`config.mk`:
```
export PLATFORM = sky130hd
export DESIGN_NAME = lsu_pipe
export DESIGN_NICKNAME = d
export VERILOG_FILES = /design/src/logic/lsu_pkg.sv /design/src/logic/lsu_pipe.sv
export VERILOG_INCLUDE_DIRS = /design/src /design/src/logic
export SDC_FILE = /design/constraint.sdc
export NUM_CORES = 1
export LEC_CHECK = 0
export BUFFER_PORTS_ARGS = -buffer_cell sky130_fd_sc_hd__buf_2
export CAP_MARGIN = 40
export CORE_ASPECT_RATIO = 0.6
export CORE_MARGIN = 2
export CORE_UTILIZATION = 47
export CTS_CLUSTER_SIZE = 24
export DETAILED_ROUTE_END_ITERATION = 12
export MAX_ROUTING_LAYER = met4
export PLACE_DENSITY_LB_ADDON = 0.25
export SETUP_SLACK_MARGIN = 0.5
export SYNTH_ARGS = -nofsm -noshare
export SYNTH_HDL_FRONTEND = slang
export SYNTH_SLANG_ARGS = --single-unit
```
`constraint.sdc`:
```
create_clock -name clk -period 3.6 [get_ports clk]
set_input_delay 0.54 -clock clk [delete_from_list [all_inputs] [get_ports clk]]
set_output_delay 0.54 -clock clk [all_outputs]
set_load 0.03 [all_outputs]
```
`src/logic/lsu_params.svh`:
```
`ifndef LSU_PARAMS_SVH
`define LSU_PARAMS_SVH

// cache geometry, one word per line
`define LSU_INDEX_W 4
`define LSU_LINES (1 << `LSU_INDEX_W)

// tag is what is left after the uncached bit, index and byte offset
`define LSU_TAG_W (32 - 1 - `LSU_INDEX_W - 2)

// backing memory, word addressed
`define LSU_MEM_AW 8
`define LSU_MEM_WORDS (1 << `LSU_MEM_AW)

// cycles from start to done for every memory operation
`define LSU_MEM_LAT 4

`endif
```
`src/logic/lsu_pkg.sv`:
```
`default_nettype none

`include "lsu_params.svh"

package lsu_pkg;

  typedef logic [31:0] lsu_word_t;

  typedef struct packed {
    logic                    uncached;
    logic [`LSU_TAG_W-1:0]   tag;
    logic [`LSU_INDEX_W-1:0] index;
    logic [1:0]              offset;
  } lsu_addr_fields_t;

  // same address seen as a plain word or split for the cache
  typedef union packed {
    lsu_word_t        raw;
    lsu_addr_fields_t fields;
  } lsu_addr_u;

  typedef enum logic [1:0] {
    SIZE_BYTE = 2'd0,
    SIZE_HALF = 2'd1,
    SIZE_WORD = 2'd2
  } lsu_size_e;

  typedef struct packed {
    logic                  valid;
    logic [`LSU_TAG_W-1:0] tag;
  } lsu_tag_t;

  // strobes are levels, held until done
  typedef struct packed {
    logic      refill;
    logic      write;
    logic      uc_read;
    lsu_addr_u addr;
    lsu_word_t wdata;
    logic [3:0] strobe;
  } mem_req_t;

  typedef struct packed {
    logic      done;
    lsu_word_t rdata;
  } mem_resp_t;

  typedef struct packed {
    lsu_tag_t  tag;
    lsu_word_t data;
  } cache_rd_t;

  typedef struct packed {
    logic                    tag_we;
    logic [3:0]              data_we;
    logic [`LSU_INDEX_W-1:0] index;
    lsu_tag_t                tag;
    lsu_word_t               data;
  } cache_snoop_t;

endpackage

`default_nettype wire

```
`src/logic/lsu_pipe.sv`:
```
`default_nettype none

module lsu_pipe (
  input  wire                        clk,
  input  wire                        rst_n,
  input  wire                        req_valid_i,
  input  wire                        req_write_i,
  input  wire lsu_pkg::lsu_size_e    req_size_i,
  input  wire lsu_pkg::lsu_addr_u    req_addr_i,
  input  wire lsu_pkg::lsu_word_t    req_wdata_i,
  input  wire                        stall_i,
  output lsu_pkg::lsu_addr_u         rd_addr_o,
  input  wire lsu_pkg::cache_rd_t    rd_i,
  input  wire lsu_pkg::cache_snoop_t snoop_i,
  output lsu_pkg::mem_req_t          mem_req_o,
  input  wire lsu_pkg::mem_resp_t    mem_resp_i,
  output logic                       busy_o,
  output lsu_pkg::lsu_word_t         rdata_o,
  output logic                       rvalid_o
);
  import lsu_pkg::*;

  // M2 states, one-hot
  localparam logic [4:0] S_NORMAL    = 5'b00001;
  localparam logic [4:0] S_REFILL    = 5'b00010;
  localparam logic [4:0] S_WRITE     = 5'b00100;
  localparam logic [4:0] S_UC_READ   = 5'b01000;
  localparam logic [4:0] S_WR_REFILL = 5'b10000;

  logic      m1_valid_q, m1_write_q, m1_first_q;
  lsu_size_e m1_size_q;
  lsu_addr_u m1_addr_q;
  lsu_word_t m1_wdata_q;
  cache_rd_t m1_line_q, m1_line;

  logic      m2_valid_q, m2_write_q, m2_done_q;
  lsu_size_e m2_size_q;
  lsu_addr_u m2_addr_q;
  lsu_word_t m2_wdata_q;
  cache_rd_t m2_line_q, m2_line;

  logic [4:0] state_q, state_n;
  logic       m2_hit, m2_uc, m2_complete, m2_adv;
  logic [3:0] m2_strobe;
  lsu_word_t  m2_lane, m2_fmt;

  logic      wb_valid_q;
  lsu_word_t wb_data_q;

  // overlay an array write onto a private copy of the line
  function automatic cache_rd_t apply_snoop(cache_rd_t cur, lsu_addr_u addr, cache_snoop_t sn);
    cache_rd_t res;
    res = cur;
    if (sn.index == addr.fields.index) begin
      if (sn.tag_we) begin
        res.tag = sn.tag;
      end
      for (int b = 0; b < 4; b++) begin
        if (sn.data_we[b]) begin
          res.data[8*b +: 8] = sn.data[8*b +: 8];
        end
      end
    end
    return res;
  endfunction

  // EX: array read is issued straight from the request address
  assign rd_addr_o = req_addr_i;

  assign m2_hit = m2_line_q.tag.valid && (m2_line_q.tag.tag == m2_addr_q.fields.tag);
  assign m2_uc = m2_addr_q.fields.uncached;
  // a store retires once its write-through is done, a cached load on a hit
  assign m2_complete = m2_valid_q && (state_q == S_NORMAL) &&
                       (m2_done_q || (!m2_write_q && !m2_uc && m2_hit));
  assign busy_o = m2_valid_q && !m2_complete;
  assign m2_adv = !stall_i && !busy_o;

  always_ff @(posedge clk) begin
    if (!rst_n) begin
      m1_valid_q <= 1'b0;
      m1_first_q <= 1'b0;
      m2_valid_q <= 1'b0;
    end else begin
      m1_first_q <= m2_adv && req_valid_i;
      if (m2_adv) begin
        m1_valid_q <= req_valid_i;
        m2_valid_q <= m1_valid_q;
      end
    end
  end

  always_ff @(posedge clk) begin
    if (m2_adv) begin
      m1_write_q <= req_write_i;
      m1_size_q  <= req_size_i;
      m1_addr_q  <= req_addr_i;
      m1_wdata_q <= req_wdata_i;
      m2_write_q <= m1_write_q;
      m2_size_q  <= m1_size_q;
      m2_addr_q  <= m1_addr_q;
      m2_wdata_q <= m1_wdata_q;
    end
  end

  // fresh array data only in the first M1 cycle, the held copy after that
  always_comb begin
    m1_line = apply_snoop(m1_first_q ? rd_i : m1_line_q, m1_addr_q, snoop_i);
  end

  always_comb begin
    m2_line = apply_snoop(m2_line_q, m2_addr_q, snoop_i);
    if ((state_q == S_UC_READ) && mem_resp_i.done) begin
      m2_line.data = mem_resp_i.rdata;
    end
  end

  // copies keep tracking the snoop bus even while stalled
  always_ff @(posedge clk) begin
    m1_line_q <= m1_line;
    m2_line_q <= m2_adv ? m1_line : m2_line;
  end

  always_ff @(posedge clk) begin
    if (!rst_n) begin
      state_q   <= S_NORMAL;
      m2_done_q <= 1'b0;
    end else begin
      state_q <= state_n;
      if (m2_adv) begin
        m2_done_q <= 1'b0;
      end else if (mem_resp_i.done && ((state_q == S_WRITE) || (state_q == S_UC_READ))) begin
        m2_done_q <= 1'b1;
      end
    end
  end

  always_comb begin
    state_n = state_q;
    case (state_q)
      S_NORMAL: begin
        if (m2_valid_q && !m2_done_q) begin
          if (m2_write_q) begin
            // write-allocate: a cached store miss refills first
            state_n = (m2_uc || m2_hit) ? S_WRITE : S_WR_REFILL;
          end else if (m2_uc) begin
            state_n = S_UC_READ;
          end else if (!m2_hit) begin
            state_n = S_REFILL;
          end
        end
      end
      S_REFILL, S_WRITE, S_UC_READ: begin
        if (mem_resp_i.done) begin
          state_n = S_NORMAL;
        end
      end
      S_WR_REFILL: begin
        if (mem_resp_i.done) begin
          state_n = S_WRITE;
        end
      end
      default: begin
        state_n = S_NORMAL;
      end
    endcase
  end

  always_comb begin
    case (m2_size_q)
      SIZE_BYTE: m2_strobe = 4'b0001 << m2_addr_q.fields.offset;
      SIZE_HALF: m2_strobe = 4'b0011 << m2_addr_q.fields.offset;
      default:   m2_strobe = 4'b1111;
    endcase
  end

  always_comb begin
    mem_req_o.refill  = (state_q == S_REFILL) || (state_q == S_WR_REFILL);
    mem_req_o.write   = (state_q == S_WRITE);
    mem_req_o.uc_read = (state_q == S_UC_READ);
    mem_req_o.addr    = m2_addr_q;
    mem_req_o.wdata   = m2_wdata_q << {m2_addr_q.fields.offset, 3'b000};
    mem_req_o.strobe  = m2_strobe;
  end

  // load formatting, zero extended
  always_comb begin
    m2_lane = m2_line_q.data >> {m2_addr_q.fields.offset, 3'b000};
    case (m2_size_q)
      SIZE_BYTE: m2_fmt = {24'h0, m2_lane[7:0]};
      SIZE_HALF: m2_fmt = {16'h0, m2_lane[15:0]};
      default:   m2_fmt = m2_lane;
    endcase
  end

  always_ff @(posedge clk) begin
    if (!rst_n) begin
      wb_valid_q <= 1'b0;
    end else begin
      wb_valid_q <= m2_adv && m2_valid_q && !m2_write_q;
    end
  end

  always_ff @(posedge clk) begin
    if (m2_adv) begin
      wb_data_q <= m2_fmt;
    end
  end

  assign rdata_o  = wb_data_q;
  assign rvalid_o = wb_valid_q;

  a_state_onehot: assert property (@(posedge clk) disable iff (!rst_n) $onehot(state_q));

  a_one_strobe: assert property (@(posedge clk) disable iff (!rst_n)
    $onehot0({mem_req_o.refill, mem_req_o.write, mem_req_o.uc_read}));

endmodule

`default_nettype wire

```
==> qor.yml <==
clocking:
  clock-sinks: 292
  insertion_delay_ps: 570
  cts_buffers: 28
  tritoncts: "yes"
  h-tree-depth: 1
  cts_root_buf: "clkbuf_16"
  cts.reportedPaths.clkPinSlew_ps: 70
  cts_buffer_depth: 3
global_route:
  grt_first_pass_wirelength_mm: 51.69
  first_global_vias: 8777
  antenna_found_initial: 5
  grt_max_degree: 72
  overflow: 0
  grt_use_total: 0.2454
yosys:
  async_reset_ff_frac: 0
  yosys_most_used_dff: "edfxtp_1"
  synth_top_area_frac: 0.5227
  synth_most_common_cell: "edfxtp_1"
  mappedNetlistArea_um2: 12870
  syn-num-nets: 1270
  synthDistinctLibCells: 58
  synth_seq_cells: 292
  synthTopCellsByCount: "edfxtp_1 (224), nand2_1 (118), mux2i_1 (117)"
  syn_inst: 1041
  ys_seq_area_frac: 0.6284
  avgSynthCellArea_um2: 12.36
  synth_area_leaders: "edfxtp_1 (52%), dfxtp_1 (11%), mux2i_1 (9.1%), nand2_1 (3.4%), a21oi_1 (3.3%)"
  yosys.area.top_type: "edfxtp_1"
  synth_edf_count: 224
  yosys_warnings: 0
cells_and_area:
  finalInstanceArea_um2: 15840
  fin_util: 0.5943
  syn_to_final_growth_pct: 23.05
  drive_gt1_frac: 0.3434
  stdcell_count: 1760
  nets: 1602
  fillers: 2213
floorplan:
  chipHeight_um: 132.2
  design.die.area_um2: 28770
  io_pins: 366
  initial_core_util: 0.4830
  die_width_um: 217.6
  fp.coreArea_um2: 26650
  rows: 46
placement:
  post-place-ws_ps: 415.6
  place_hpwl_mm: 25.93
  place_area_um2: 14850
  port_buffers: 365
  gp_congestion: 0.9214
  dp_cells: 1701
drt:
  drt-pass1-iter-count: 6
  drt-total-wl_mm: 34.68
  vias_per_cell: 5.193
  drc: 0
  wl_per_cell_um: 19.71
  detailedRoute.firstIterationViolations: 663
  detail-route-antenna-nets: 0
  vias: 9140
worst_setup_path:
  crit_fanout: 3
  slowest_stage: "or4b_4"
  end_kind: "output port"
  cp.required_ps: 3060
  cp_cell_sequence: "nor2b_1 > or4b_4 > nor4_4 > nand4_4 > and2_2 > buf_2"
  critical_path_depth: 6
  crit_buf_inv: 1
  r2r-end: "m1_addr_q[23]"
  critPathTopFamily: "simple AND/OR/NAND/NOR gates"
  r2r-start: "m2_line_q[32]"
  reg2reg_slack_ps: 630
  start_kind: "flip-flop"
  cp_slowest_stage_delay_ps: 500
  reg2reg_depth: 7
  cp_data_arrival_time_ps: 2550
  critical_path_class: "flip-flop to output port"
worst_hold_path:
  worst_hold_path.endpoint: "m1_wdata_q[8]"
  holdPathStages: 1
  hp-start: "req_wdata_i[8]"
  hp-class: "primary input to flip-flop"
status:
  outcome: "completed"
flow_run:
  drv_cap: 0
timing:
  fin_crit_ps: 3086
  tightest_slew_ps: 710.6
  fin_skew_ps: 21.66
  rsz0062_at_grt: "true"
  max_freq_mhz: 324.0
  finalSetupTns_ps: 0
  relSlewSlack: 0.5140
  slew_violations: 0
  hold_slack_ps: 137.0
  period_share: 0.8572
  final_hold_viol_count: 0
  fin_ws_ps: 514.0
  setup_violations: 0
power:
  p_total_mw: 10.06
  p_per_area_nw_per_um2: 635.4
  leakage_nw: 6.688
  vdd_drop_max_uv: 449.0
[repair_timing]
item	4_1_cts	5_1_grt
setup endpoints to repair	96	3
hold buffers	0	0
gates resized for setup	3	0
setup buffers	0	2
pin swaps	0	0
[power by group]
group / internal, mW / total, mW / switching, mW / leakage (nW)
registers: 4.45 / 4.79 / 0.342 / 2.75
clock network: 1.70 / 2.99 / 1.30 / 0.458
logic: 0.871 / 2.28 / 1.41 / 3.48
[layout make-up]
| class | instances | area [um2] | area share |
|---|---|---|---|
| flip-flops and latches | 292 | 8092 | 0.5109 |
| multi-input cells | 633 | 4188 | 0.2644 |
| repair buffers | 385 | 2039 | 0.1288 |
| clock buffers | 36 | 750.7 | 0.04740 |
| well taps | 360 | 450.4 | 0.02844 |
| clock inverters | 16 | 180.2 | 0.01138 |
| inverters | 33 | 123.9 | 0.007822 |
| diodes | 5 | 12.51 | 0.0007901 |
[worst max-delay path by stage]
stage,from,endpoint
after floorplan,m2_addr_q[25],m2_line_q[31]
after global placement,m2_addr_q[17],m1_addr_q[12]
after detailed placement,m2_addr_q[17],m1_addr_q[23]
after CTS,m2_line_q[51],busy_o
after global routing,m2_line_q[32],busy_o
final,m2_line_q[32],busy_o
[state kept, by name, summed over array words and instances, names as in the netlist, 2 cells and up]
| register | cells |
|---|---|
| m1_addr_q | 32 |
| m1_line_q | 58 |
| m1_size_q | 2 |
| m1_wdata_q | 32 |
| m2_addr_q | 32 |
| m2_line_q | 58 |
| m2_size_q | 2 |
| m2_wdata_q | 32 |
| rdata_o | 32 |
| state_q | 5 |
[worst reg2reg max path, stage by stage (launching register included)]
cell and delay [ps]:
edfxtp_1 430, nor2b_1 170, or4b_4 500, nor4_4 270, nand4_4 180, a21oi_4 250, buf_12 330, buf_4 510
[cells by family after synthesis]
group | count (synthesis) | share of synthesized area
AO/OA/AOI/OAI | 140 | 0.06446
XOR/XNOR | 27 | 0.01837
buffers and inverters | 116 | 0.05055
flip-flops | 292 | 0.6284
multiplexers | 149 | 0.1190
AND/OR/NAND/NOR | 317 | 0.1192
[cell usage in the layout, fill, tap and decap left out, types with 23 or more instances in the layout]
master and instances:
buf_2 365, edfxtp_1 224, nand2_1 118, mux2i_1 117, nor2_1 102, a21oi_1 86, dfxtp_1 67, inv_1 33
mux2_2 29, clkbuf_16 28, nor2b_1 23
[layer usage]
layer	track usage	up-vias	wire, um
met5	-	-	0
met4	0.05023	0	582
met3	0.06090	42	2567
met2	0.3401	343	14860
met1	0.3634	4408	16670
li1	-	4347	-
Note: power is estimated with default switching activity, not from simulation.
