### src/logic/lsu_params.svh
`ifndef LSU_PARAMS_SVH
`define LSU_PARAMS_SVH

// cache geometry, one word per line
`define LSU_INDEX_W 4
`define LSU_LINES (1 << `LSU_INDEX_W)

// tag is what is left after the uncached bit, index and byte offset
`define LSU_TAG_W (32 - 1 - `LSU_INDEX_W - 2)

// backing memory, word addressed
`define LSU_MEM_AW 8
`define LSU_MEM_WORDS (1 << `LSU_MEM_AW)

// cycles from start to done for every memory operation
`define LSU_MEM_LAT 4

`endif
### src/logic/lsu_pkg.sv
`default_nettype none

`include "lsu_params.svh"

package lsu_pkg;

  typedef logic [31:0] lsu_word_t;

  typedef struct packed {
    logic                    uncached;
    logic [`LSU_TAG_W-1:0]   tag;
    logic [`LSU_INDEX_W-1:0] index;
    logic [1:0]              offset;
  } lsu_addr_fields_t;

  // same address seen as a plain word or split for the cache
  typedef union packed {
    lsu_word_t        raw;
    lsu_addr_fields_t fields;
  } lsu_addr_u;

  typedef enum logic [1:0] {
    SIZE_BYTE = 2'd0,
    SIZE_HALF = 2'd1,
    SIZE_WORD = 2'd2
  } lsu_size_e;

  typedef struct packed {
    logic                  valid;
    logic [`LSU_TAG_W-1:0] tag;
  } lsu_tag_t;

  // strobes are levels, held until done
  typedef struct packed {
    logic      refill;
    logic      write;
    logic      uc_read;
    lsu_addr_u addr;
    lsu_word_t wdata;
    logic [3:0] strobe;
  } mem_req_t;

  typedef struct packed {
    logic      done;
    lsu_word_t rdata;
  } mem_resp_t;

  typedef struct packed {
    lsu_tag_t  tag;
    lsu_word_t data;
  } cache_rd_t;

  typedef struct packed {
    logic                    tag_we;
    logic [3:0]              data_we;
    logic [`LSU_INDEX_W-1:0] index;
    lsu_tag_t                tag;
    lsu_word_t               data;
  } cache_snoop_t;

endpackage

`default_nettype wire

### src/logic/dcache_store.sv
`default_nettype none

`include "lsu_params.svh"

module dcache_store (
  input  wire                        clk,
  input  wire                        rst_n,
  input  wire lsu_pkg::lsu_addr_u    rd_addr_i,
  output lsu_pkg::cache_rd_t         rd_o,
  input  wire lsu_pkg::cache_snoop_t wr_i,
  output lsu_pkg::cache_snoop_t      snoop_o,
  output logic                       init_busy_o
);
  import lsu_pkg::*;

  lsu_tag_t  tag_mem  [`LSU_LINES];
  lsu_word_t data_mem [`LSU_LINES];

  logic [`LSU_INDEX_W-1:0] init_idx_q;
  logic                    init_busy_q;
  logic                    tag_we;
  logic [3:0]              data_we;
  cache_rd_t               rd_n;

  // writes held off until the valid sweep is over
  assign tag_we  = wr_i.tag_we & ~init_busy_q;
  assign data_we = wr_i.data_we & {4{~init_busy_q}};

  always_ff @(posedge clk) begin
    if (!rst_n) begin
      init_busy_q <= 1'b1;
      init_idx_q  <= '0;
    end else if (init_busy_q) begin
      init_idx_q <= init_idx_q + 1'b1;
      if (&init_idx_q) begin
        init_busy_q <= 1'b0;
      end
    end
  end

  assign init_busy_o = init_busy_q;

  always_ff @(posedge clk) begin
    if (init_busy_q) begin
      tag_mem[init_idx_q] <= '0;
    end else if (tag_we) begin
      tag_mem[wr_i.index] <= wr_i.tag;
    end
  end

  always_ff @(posedge clk) begin
    for (int b = 0; b < 4; b++) begin
      if (data_we[b]) begin
        data_mem[wr_i.index][8*b +: 8] <= wr_i.data[8*b +: 8];
      end
    end
  end

  always_comb begin
    rd_n.tag  = tag_mem[rd_addr_i.fields.index];
    rd_n.data = data_mem[rd_addr_i.fields.index];
  end

  always_ff @(posedge clk) begin
    rd_o <= rd_n;
  end

  // broadcast exactly what went into the arrays
  always_comb begin
    snoop_o         = wr_i;
    snoop_o.tag_we  = tag_we;
    snoop_o.data_we = data_we;
  end

  a_no_write_in_init: assert property (@(posedge clk) disable iff (!rst_n)
    init_busy_o |-> !(wr_i.tag_we || (|wr_i.data_we)));

endmodule

`default_nettype wire

### config.mk
export PLATFORM = sky130hd
export DESIGN_NAME = dcache_store
export DESIGN_NICKNAME = d
export VERILOG_FILES = /design/src/logic/lsu_pkg.sv /design/src/logic/dcache_store.sv
export VERILOG_INCLUDE_DIRS = /design/src /design/src/logic
export SDC_FILE = /design/constraint.sdc
export NUM_CORES = 1
export LEC_CHECK = 0
export BUFFER_PORTS_ARGS = -buffer_cell sky130_fd_sc_hd__buf_2
export CAP_MARGIN = 20
export CORE_UTILIZATION = 55
export DETAILED_ROUTE_END_ITERATION = 12
export MAX_ROUTING_LAYER = met4
export PLACE_DENSITY = 0.7
export RECOVER_POWER = 50
export SLEW_MARGIN = 5
export SYNTH_ARGS = -nofsm -noshare
export SYNTH_HDL_FRONTEND = slang
export SYNTH_SLANG_ARGS = --single-unit
### constraint.sdc
create_clock -name clk -period 3.2 [get_ports clk]
set_input_delay 0.64 -clock clk [delete_from_list [all_inputs] [get_ports clk]]
set_output_delay 0.64 -clock clk [all_outputs]
set_load 0.05 [all_outputs]
==> results of run 1 <==
-- final cells by class --
cell class	instances	area [um2]	share of cell area, %
Antenna cell	2	5.005	0.01171
Clock buffer	122	2581	6.042
Clock inverter	60	794.5	1.860
Inverter	4	15.01	0.03514
Multi-Input combinational cell	575	7305	17.10
Sequential cell	991	29130	68.18
Tap cell	873	1092	2.557
Timing Repair Buffer	311	1802	4.217
-- routing by layer --
metal  global-route usage (%)  share of wire [%]  vias to the layer above
met1                    32.23                 41                     9514
met5                        -                  0                        -
met2                    38.68                 51                      745
met3                    4.214                6.5                      135
met4                    6.614                2.2                        0
li1                         -                  -                     7561
-- cell usage after synthesis (all sizes together), types with 4 or more instances --
cell,number,area share [%]
nor2,86,0.87
nand3,7,0.094
a22oi,117,2.4
mux4,232,14
inv,4,0.040
nand2,73,0.74
buf,109,2.1
edfxtp,928,75
clkbuf,47,0.47
nor2b,10,0.17
dfxtp,63,3.4
nand2b,4,0.067
mux2i,4,0.11
and2,30,0.50
-- path summary, 6_finish.rpt --
path | start | to | slack [ns] | cells after the start
min | rst_n | init_busy_o | 0.21 | 2
min reg2reg | init_idx_q[1] | init_idx_q[1] | 0.60 | 2
max | init_busy_o | snoop_o[66] | 0.25 | 3
max reg2reg | init_busy_o | tag_mem[12][21] | 0.65 | 4
-- report_power, final --
group	leakage (nW)	switching, mW	internal (mW)
clock network	1.64	4.77	7.19
registers	9.13	0.0610	14.3
logic	3.28	1.12	0.503
-- cell families (layout without fill, tap and decap cells) --
kind of cell	count (synthesis)	after routing	share of synthesized area, %
AOI/OAI and AO/OA	120	120	2.415
buffers and inverters	160	497	2.600
other	0	2	0
and+or+nand+nor	214	214	2.519
xor gates and xnor gates	3	3	0.07055
muxes	237	237	14.16
adders and majority gates	1	1	0.03358
DFF	991	991	78.20
-- sequential cells by signal, summed over array words and instances (netlist names) --
signal and flops:
data_mem 512, tag_mem 416, rd_o 58, init_idx_q 4, init_busy_o 1
-- per-stage QoR --
step	utilization, %	total power, mW	instance area (um2)	std cells	hold WS [ns]
after CTS	64.33	28.15	43130	2936	0.1714
after floorplan	-	15.74	37250	1726	0.5203
after detailed placement	59.29	16.28	39750	2754	0.5929
after global placement	59.29	16.25	39750	2754	0.5497
after global routing	63.73	28.68	42720	2938	0.1817
final	63.73	27.92	42720	2938	0.2124
-- worst max-delay path, cell delays in order, from the launching register on --
cell and delay (ns):
sky130_fd_sc_hd__dfxtp_1 0.56, sky130_fd_sc_hd__nor2b_4 0.33, sky130_fd_sc_hd__buf_4 0.41, sky130_fd_sc_hd__buf_2 0.34
==> summary by stage, run 1 <==
CTS
The clock tree from TritonCTS is yes. The tree is rooted in a sky130_fd_sc_hd__clkbuf_16. The later pin in the worst-skew pair is clocked with a latency of ~0.65 ns.

The number of clock sinks seen by CTS is ~990. Once the clock tree was built, the setup fixing pass inserted 0 buffers. Clock-pin slew was measured on the worst setup and hold paths at ~0.060 ns. Gates resized during post-CTS repair numbered 0.

In this run the number of H-tree levels came out at 3. The number of CTS-inserted buffers is 97. After clock tree synthesis, the flow added hold-fix buffers numbering 0. The clock passes through at most 3 buffers.

Power
In this run the power density over the cells is roughly 650 nW/um2. The static leakage is around 14 nW. Across the VDD grid, the largest voltage drop is between 0.0004 and 0.0005 V.

Placement
The wire-length estimate of the detail-placed layout is around 44000 um. Timing analysis after detailed placement gives a worst setup slack of roughly 0.44 ns. The number of input and output port buffers inserted is 198. The global placement routability congestion is 0.7667.

Status
The run finished with clean final reports.

Global routing
The leftover overflow at the end of global routing is 0. Global routing used between 20% and 30% of the available tracks across all layers. Entering global routing, the biggest net connects about 60 pins.

The wire length of the first global-routing pass is ~120000 um. The via count of the first global-routing pass is about 18000. The initial antenna violation count is 2.

Finish
The number of filler cells placed in the layout is 4493. The leading cell type in the layout, fill and taps excluded is sky130_fd_sc_hd__edfxtp_1. The area overhead of the layout relative to synthesis is 14.69%. The final net count is about 2100.

The post-route netlist has between 20% and 30% of its cells at a drive strength greater than 1. In the layout the commonest cells are sky130_fd_sc_hd__edfxtp_1, sky130_fd_sc_hd__mux4_2, sky130_fd_sc_hd__clkbuf_1.

Detailed routing
The number of detailed-route iterations in the first pass is 5. Wires add up to slightly below 80000 um. After detailed routing, the number of vias per cell comes to slightly above 6. The routed length per placed instance is ~27 um. The number of design-rule violations left by the first detailed-router iteration is about 1600.

Once detail routing completed, the nets flagged for antenna violations numbered 0. The total DRC errors in the routed layout is 0. Summing over every cut layer, the via total after detailed routing is 17960.

STA
The worst max-slew margin expressed relative to the limit is 19.77%. The final hold violation count is 0. The summed negative setup slack over all endpoints is 0 ns. After layout, the minimum clock period comes to just under 3 ns.

Setup violations remaining at the end of the flow were counted as 0. At the pin with the least slew margin, the transition time is roughly 1.2 ns. Based on the critical path, the design can be clocked at up to 0.3389 GHz. The post-route clock period utilization is 92.20%. Setup slack closes at approximately 0.25 ns. Setup repair after global routing left no endpoint under its margin. The number of max-slew violations in the final report came to 0. Clock skew on the completed layout was measured at around 0.018 ns.

Critical path
The required time of the critical path is ~2.6 ns. The arrival time of data at the critical path endpoint is roughly 2.3 ns. The category of the most critical setup path is reg -> out.

STA classifies the critical path startpoint as a flop. The worst-path maximum fanout is 27. The nature of the critical path endpoint is an output port.

Synth
Counting every net in the synthesized netlist gives roughly 1800. In the synthesized netlist, the number of instances is approximately 1700. In the synthesized netlist the async set-or-reset flop fraction comes to 0%. The average instance in the mapped netlist occupies ~22 um2. Counting distinct cell types in the post-synthesis netlist gives 26.

During synthesis, Yosys emitted a total of 0 warnings. The number of flops mapped to enable cells by yosys is ~930. The number of synthesized register bits is roughly 990. Sequential cells were found to cover between 70% and 80% of the synthesized design area. The leading register cell type out of synthesis is sky130_fd_sc_hd__edfxtp_1. The total standard cell area after synthesis is around 37000 um2.

Floorplanning
The initial cell density of the core is approximately 56%. The placement row count is 95. The I/O pin count is 227. The die covers slightly below 70000 um2. The die is around 260 um tall. The core region is approximately 67000 um2. The floorplan step set the die width to between 200 and 300 um.

Job
The tool flagged a number of max-cap violations equal to 0.

Worst hold path
In this run the worst hold path is classified as in -> reg.
No activity file was read; power rests on OpenSTA's default activity.
==> run 2: changes to the inputs <==
- ABC_AREA: default -> 1
==> summary by stage, run 2 <==
Global routing
Summed over all layers, the global routing overflow is 0. The first global-routing pass estimated ~150000 um of wire. Entering global routing, the biggest net connects between 150 and 200 pins. The via count of the first global-routing pass is roughly 27000.

The aggregate global-route resource usage is between 20% and 30%. The initial antenna violation count was 2.

Detailed routing
The number of design-rule violations left by the first detailed-router iteration is roughly 2200. The routed length per placed instance is 17.70 um. The number of antenna-violating nets in the routed design is 0. Wires add up to 94850 um. The number of vias per cell after detailed routing is slightly above 5. The vias after detailed routing is 27580. The total DRC errors in the routed layout is 0. The number of detailed-route iterations in the first pass is 5.

Synth
The share of the Yosys chip area taken by registers is slightly below 70%. The leading register cell type out of synthesis is sky130_fd_sc_hd__edfxtp_1. The most frequently used cell type in the post-synthesis netlist is sky130_fd_sc_hd__nand2_1.

Counting every instance in the synthesized netlist gives 4084. The number of flops mapped to enable cells by yosys is 928. The post-synthesis area per instance is roughly 10 um2. Synthesis produced a netlist with a net count of between 4000 and 5000.

In this run the biggest area consumer among cell types represents about two thirds of the synthesized area. Summed over all instances, the cell type with the most area after synthesis is sky130_fd_sc_hd__edfxtp_1. The number of synthesized register bits is ~1000. In the post-synthesis netlist, the biggest area contributors are sky130_fd_sc_hd__edfxtp_1, sky130_fd_sc_hd__nand2_1, sky130_fd_sc_hd__nand3_1. In the synthesized netlist the async set-or-reset flop fraction comes to 0%. The number of distinct library cell variants in the gate-level netlist after synthesis is 24. In this run the cell area of the synthesized design comes to 42370 um2.

The Yosys step of the flow raised 0 warnings. Sorting the synthesized cells by how often they occur yields sky130_fd_sc_hd__nand2_1, sky130_fd_sc_hd__edfxtp_1, sky130_fd_sc_hd__inv_1, sky130_fd_sc_hd__nand3_1, sky130_fd_sc_hd__buf_2.

CTS
TritonCTS created 100 clock buffers. Counting every sink on the clock net gives just under 1000. TritonCTS built the clock tree.

The worst-case clock buffer depth is 3. The number of hold-repair buffers added at the cts stage is 0. The quantity of gates resized following cts is 0. The deepest level of the CTS H-tree is 3. Once the clock tree was built, the setup fixing pass inserted 0 buffers. For the worst-skew pair, the clock arrives at the later sink with an insertion delay of 0.67 ns. After clock tree synthesis, the clock-pin slew on the worst setup and hold paths is ~0.060 ns. The cell sitting at the root of the clock tree is a sky130_fd_sc_hd__clkbuf_16.

Placement
Summed over all nets, the half-perimeter wirelength after detailed placement is 53220 um. After detailed placement, the design holds a cell count of 5167. OpenSTA, run right after detailed placement, puts the worst setup slack at around 0.49 ns. The global placement routability congestion is between 0.7 and 0.8.

The count of buffers added on input and output ports is 198.

STA
The final hold violation count is 0. Setup repair after global routing left no endpoint under its margin. The smallest clock period supported by the final layout is computed as between 2 and 3 ns. The worst max-slew margin expressed relative to the limit is -32.85%. The summed negative setup slack over all endpoints is 0 ns. The maximum clock frequency is 0.3493 GHz. The pin slew with the least headroom to its limit is about 2 ns. The largest clock skew in the final design is roughly 0.02 ns. The final worst-path setup slack is 0.3369 ns. The number of max-slew violations in the final report is approximately 320. In the finished design, the share of the clock period the worst path needs comes to about 89%.

Setup violations remaining at the end of the flow were counted as 0.

Critical path
The arrival time of data at the critical path endpoint is approximately 2.2 ns. STA puts the critical path data required time at between 2 and 3 ns. The maximum cell stage delay along the critical path is ~0.53 ns. The critical register-to-register path startpoint is init_busy_o. In this run the worst path has a maximum fanout of 17. The kind of cell with the highest combined delay along the critical path is buffers and inverters. The critical path in this run is classified as reg -> out. In this run the critical register-to-register path is captured at tag_mem[9][10]. The startpoint type of the worst setup path is a flop. The cell count of the worst reg-to-reg path is 6. The worst setup path is captured at an output port.

The count of buffer and inverter cells on the critical path is 3. Among all stages on the critical path, the largest delay is contributed by sky130_fd_sc_hd__nand2_1. The setup slack on the worst flop-to-flop path is ~0.76 ns. Walking the worst path, the cells encountered are inv_4 > nand2_1 > inv_1 > buf_2.

Finish
The post-route non-filler standard cell count is around 5400. Across the whole layout, storage elements account for slightly below 30000 um2. The share of final-layout standard cells stronger than drive strength 1 is a little under a tenth. From synthesis to final layout, the design area changed by 11.99%. The flip-flop count of the largest register, all copies and words added is approximately 510. In the layout the commonest cells are sky130_fd_sc_hd__nand2_1, sky130_fd_sc_hd__edfxtp_1, sky130_fd_sc_hd__inv_1. The net count of the finished layout is about 4300. In the final layout, the registers with the most flip-flops are data_mem x512, tag_mem x416, rd_o x58. At the end of the flow the core is filled with cells to approximately 62%.

The number of filler cells placed in the layout is 5883. The register bank with the most flops is data_mem. The leading cell type in the layout, fill and taps excluded is sky130_fd_sc_hd__nand2_1. The multi-input logic area is slightly below 9000 um2.

Floorplanning
The placement row count is around 100. The vertical die dimension is between 200 and 300 um. The initial utilization of the core area, before any placement, comes to between 50% and 60%. between 200 and 250 I/O pins were placed. The horizontal die dimension is 279.6 um. The area of the core is ~76000 um2.

The die covers 78160 um2.

Power
The portion of total power attributed to combinational logic is under 10%. The clock network fraction of design power is a little over two fifths. Per report_power, the sequential group accounts for around half of the total. The internal power of the cells totals 21.74 mW. In this run the static leakage power is 20.36 nW. For this design the ratio of total power to cell area is around 590 nW/um2. The switching component of the power is approximately 6.5 mW. VDD sags by at most between 0.0004 and 0.0005 V. Net switching is approximately 23% of the power.

Worst hold path
The worst hold path terminates at init_busy_o. The path class of the tightest hold or removal check is in -> reg. The startpoint identified for the worst hold timing path is rst_n. The worst hold path passes through 2 cells.

Status
The flow ran to the end, but the final reports show violations. The final reports fail on max-capacitance violations, max-slew violations.

Job
Across the run, the number of max-cap violations was 2.
-- run 2: cell count changes after synthesis, sizes merged, moves of 4 or more --
| cell | previous run | this run |
|---|---|---|
| a22oi | 117 | 0 |
| and2 | 30 | 0 |
| buf | 109 | 241 |
| clkbuf | 47 | 22 |
| inv | 4 | 746 |
| mux2i | 4 | 0 |
| mux4 | 232 | 0 |
| nand2 | 73 | 1251 |
| nand2b | 4 | 0 |
| nand3 | 7 | 703 |
| nor2 | 86 | 114 |
| nor2b | 10 | 0 |
| o21ai | 0 | 9 |
-- run 2: worst max-delay path by stage --
stage	startpoint	end	slack, ns	cells past startpoint
after global placement	wr_i[66]	tag_mem[9][11]	0.54	6
after detailed placement	wr_i[66]	tag_mem[9][11]	0.49	6
final	init_busy_o	snoop_o[63]	0.34	4
after global routing	rd_addr_i[2]	rd_o[21]	0.13	9
after floorplan	init_busy_o	tag_mem[10][0]	0.31	7
after CTS	init_busy_o	snoop_o[63]	0.30	4
-- run 2: cells by family (layout without fill, tap and decap cells) --
group           after synthesis  in the layout  synth area share [%]
simple gates               2072           2072                 20.52
buf+inv                    1009           1251                 10.55
flops                       991            991                 68.74
compound gates               11             11                0.1565
fa+ha+maj                     1              1               0.02952
other cells                   0              2                     0
-- run 2: area by class of cell --
| cell class | instances | area share (%) |
|---|---|---|
| Clock buffer | 135 | 5.827 |
| Antenna cell | 2 | 0.01055 |
| Timing Repair Buffer | 316 | 4.089 |
| Tap cell | 1030 | 2.716 |
| Inverter | 746 | 5.935 |
| Sequential cell | 991 | 61.38 |
| Clock inverter | 54 | 1.302 |
| Multi-Input combinational cell | 2084 | 18.74 |
-- run 2: stage by stage --
| stage | power [mW] | hold WS (ns) | area, um2 |
|---|---|---|---|
| 2_1_floorplan | 16.01 | 0.4593 | 42370 |
| 6_report | 28.20 | 0.2016 | 47460 |
| 3_3_place_gp | 16.57 | 0.4763 | 44340 |
| 4_1_cts | 28.34 | 0.1699 | 47720 |
| 3_5_place_dp | 16.60 | 0.4839 | 44340 |
| 5_1_grt | 29.02 | 0.2282 | 47450 |
-- run 2: per-layer routing --
metal | vias to the layer above | track usage [%] | wire length [um]
li1 | 13370 | - | -
met1 | 13110 | 30.46 | 37140
met2 | 890 | 42.91 | 48330
met3 | 209 | 3.695 | 5724
met4 | 0 | 9.780 | 3654
met5 | - | - | 0
-- run 2: power by group through the flow --
stage | combinational (mW) | sequential (mW) | clock [mW]
6_report | 2.00 | 14.3 | 11.9
5_1_grt | 2.17 | 14.3 | 12.5
4_1_cts | 2.01 | 14.3 | 12.0
3_5_place_dp | 2.00 | 14.6 | 0
3_3_place_gp | 1.97 | 14.6 | 0
2_1_floorplan | 1.13 | 14.9 | 0
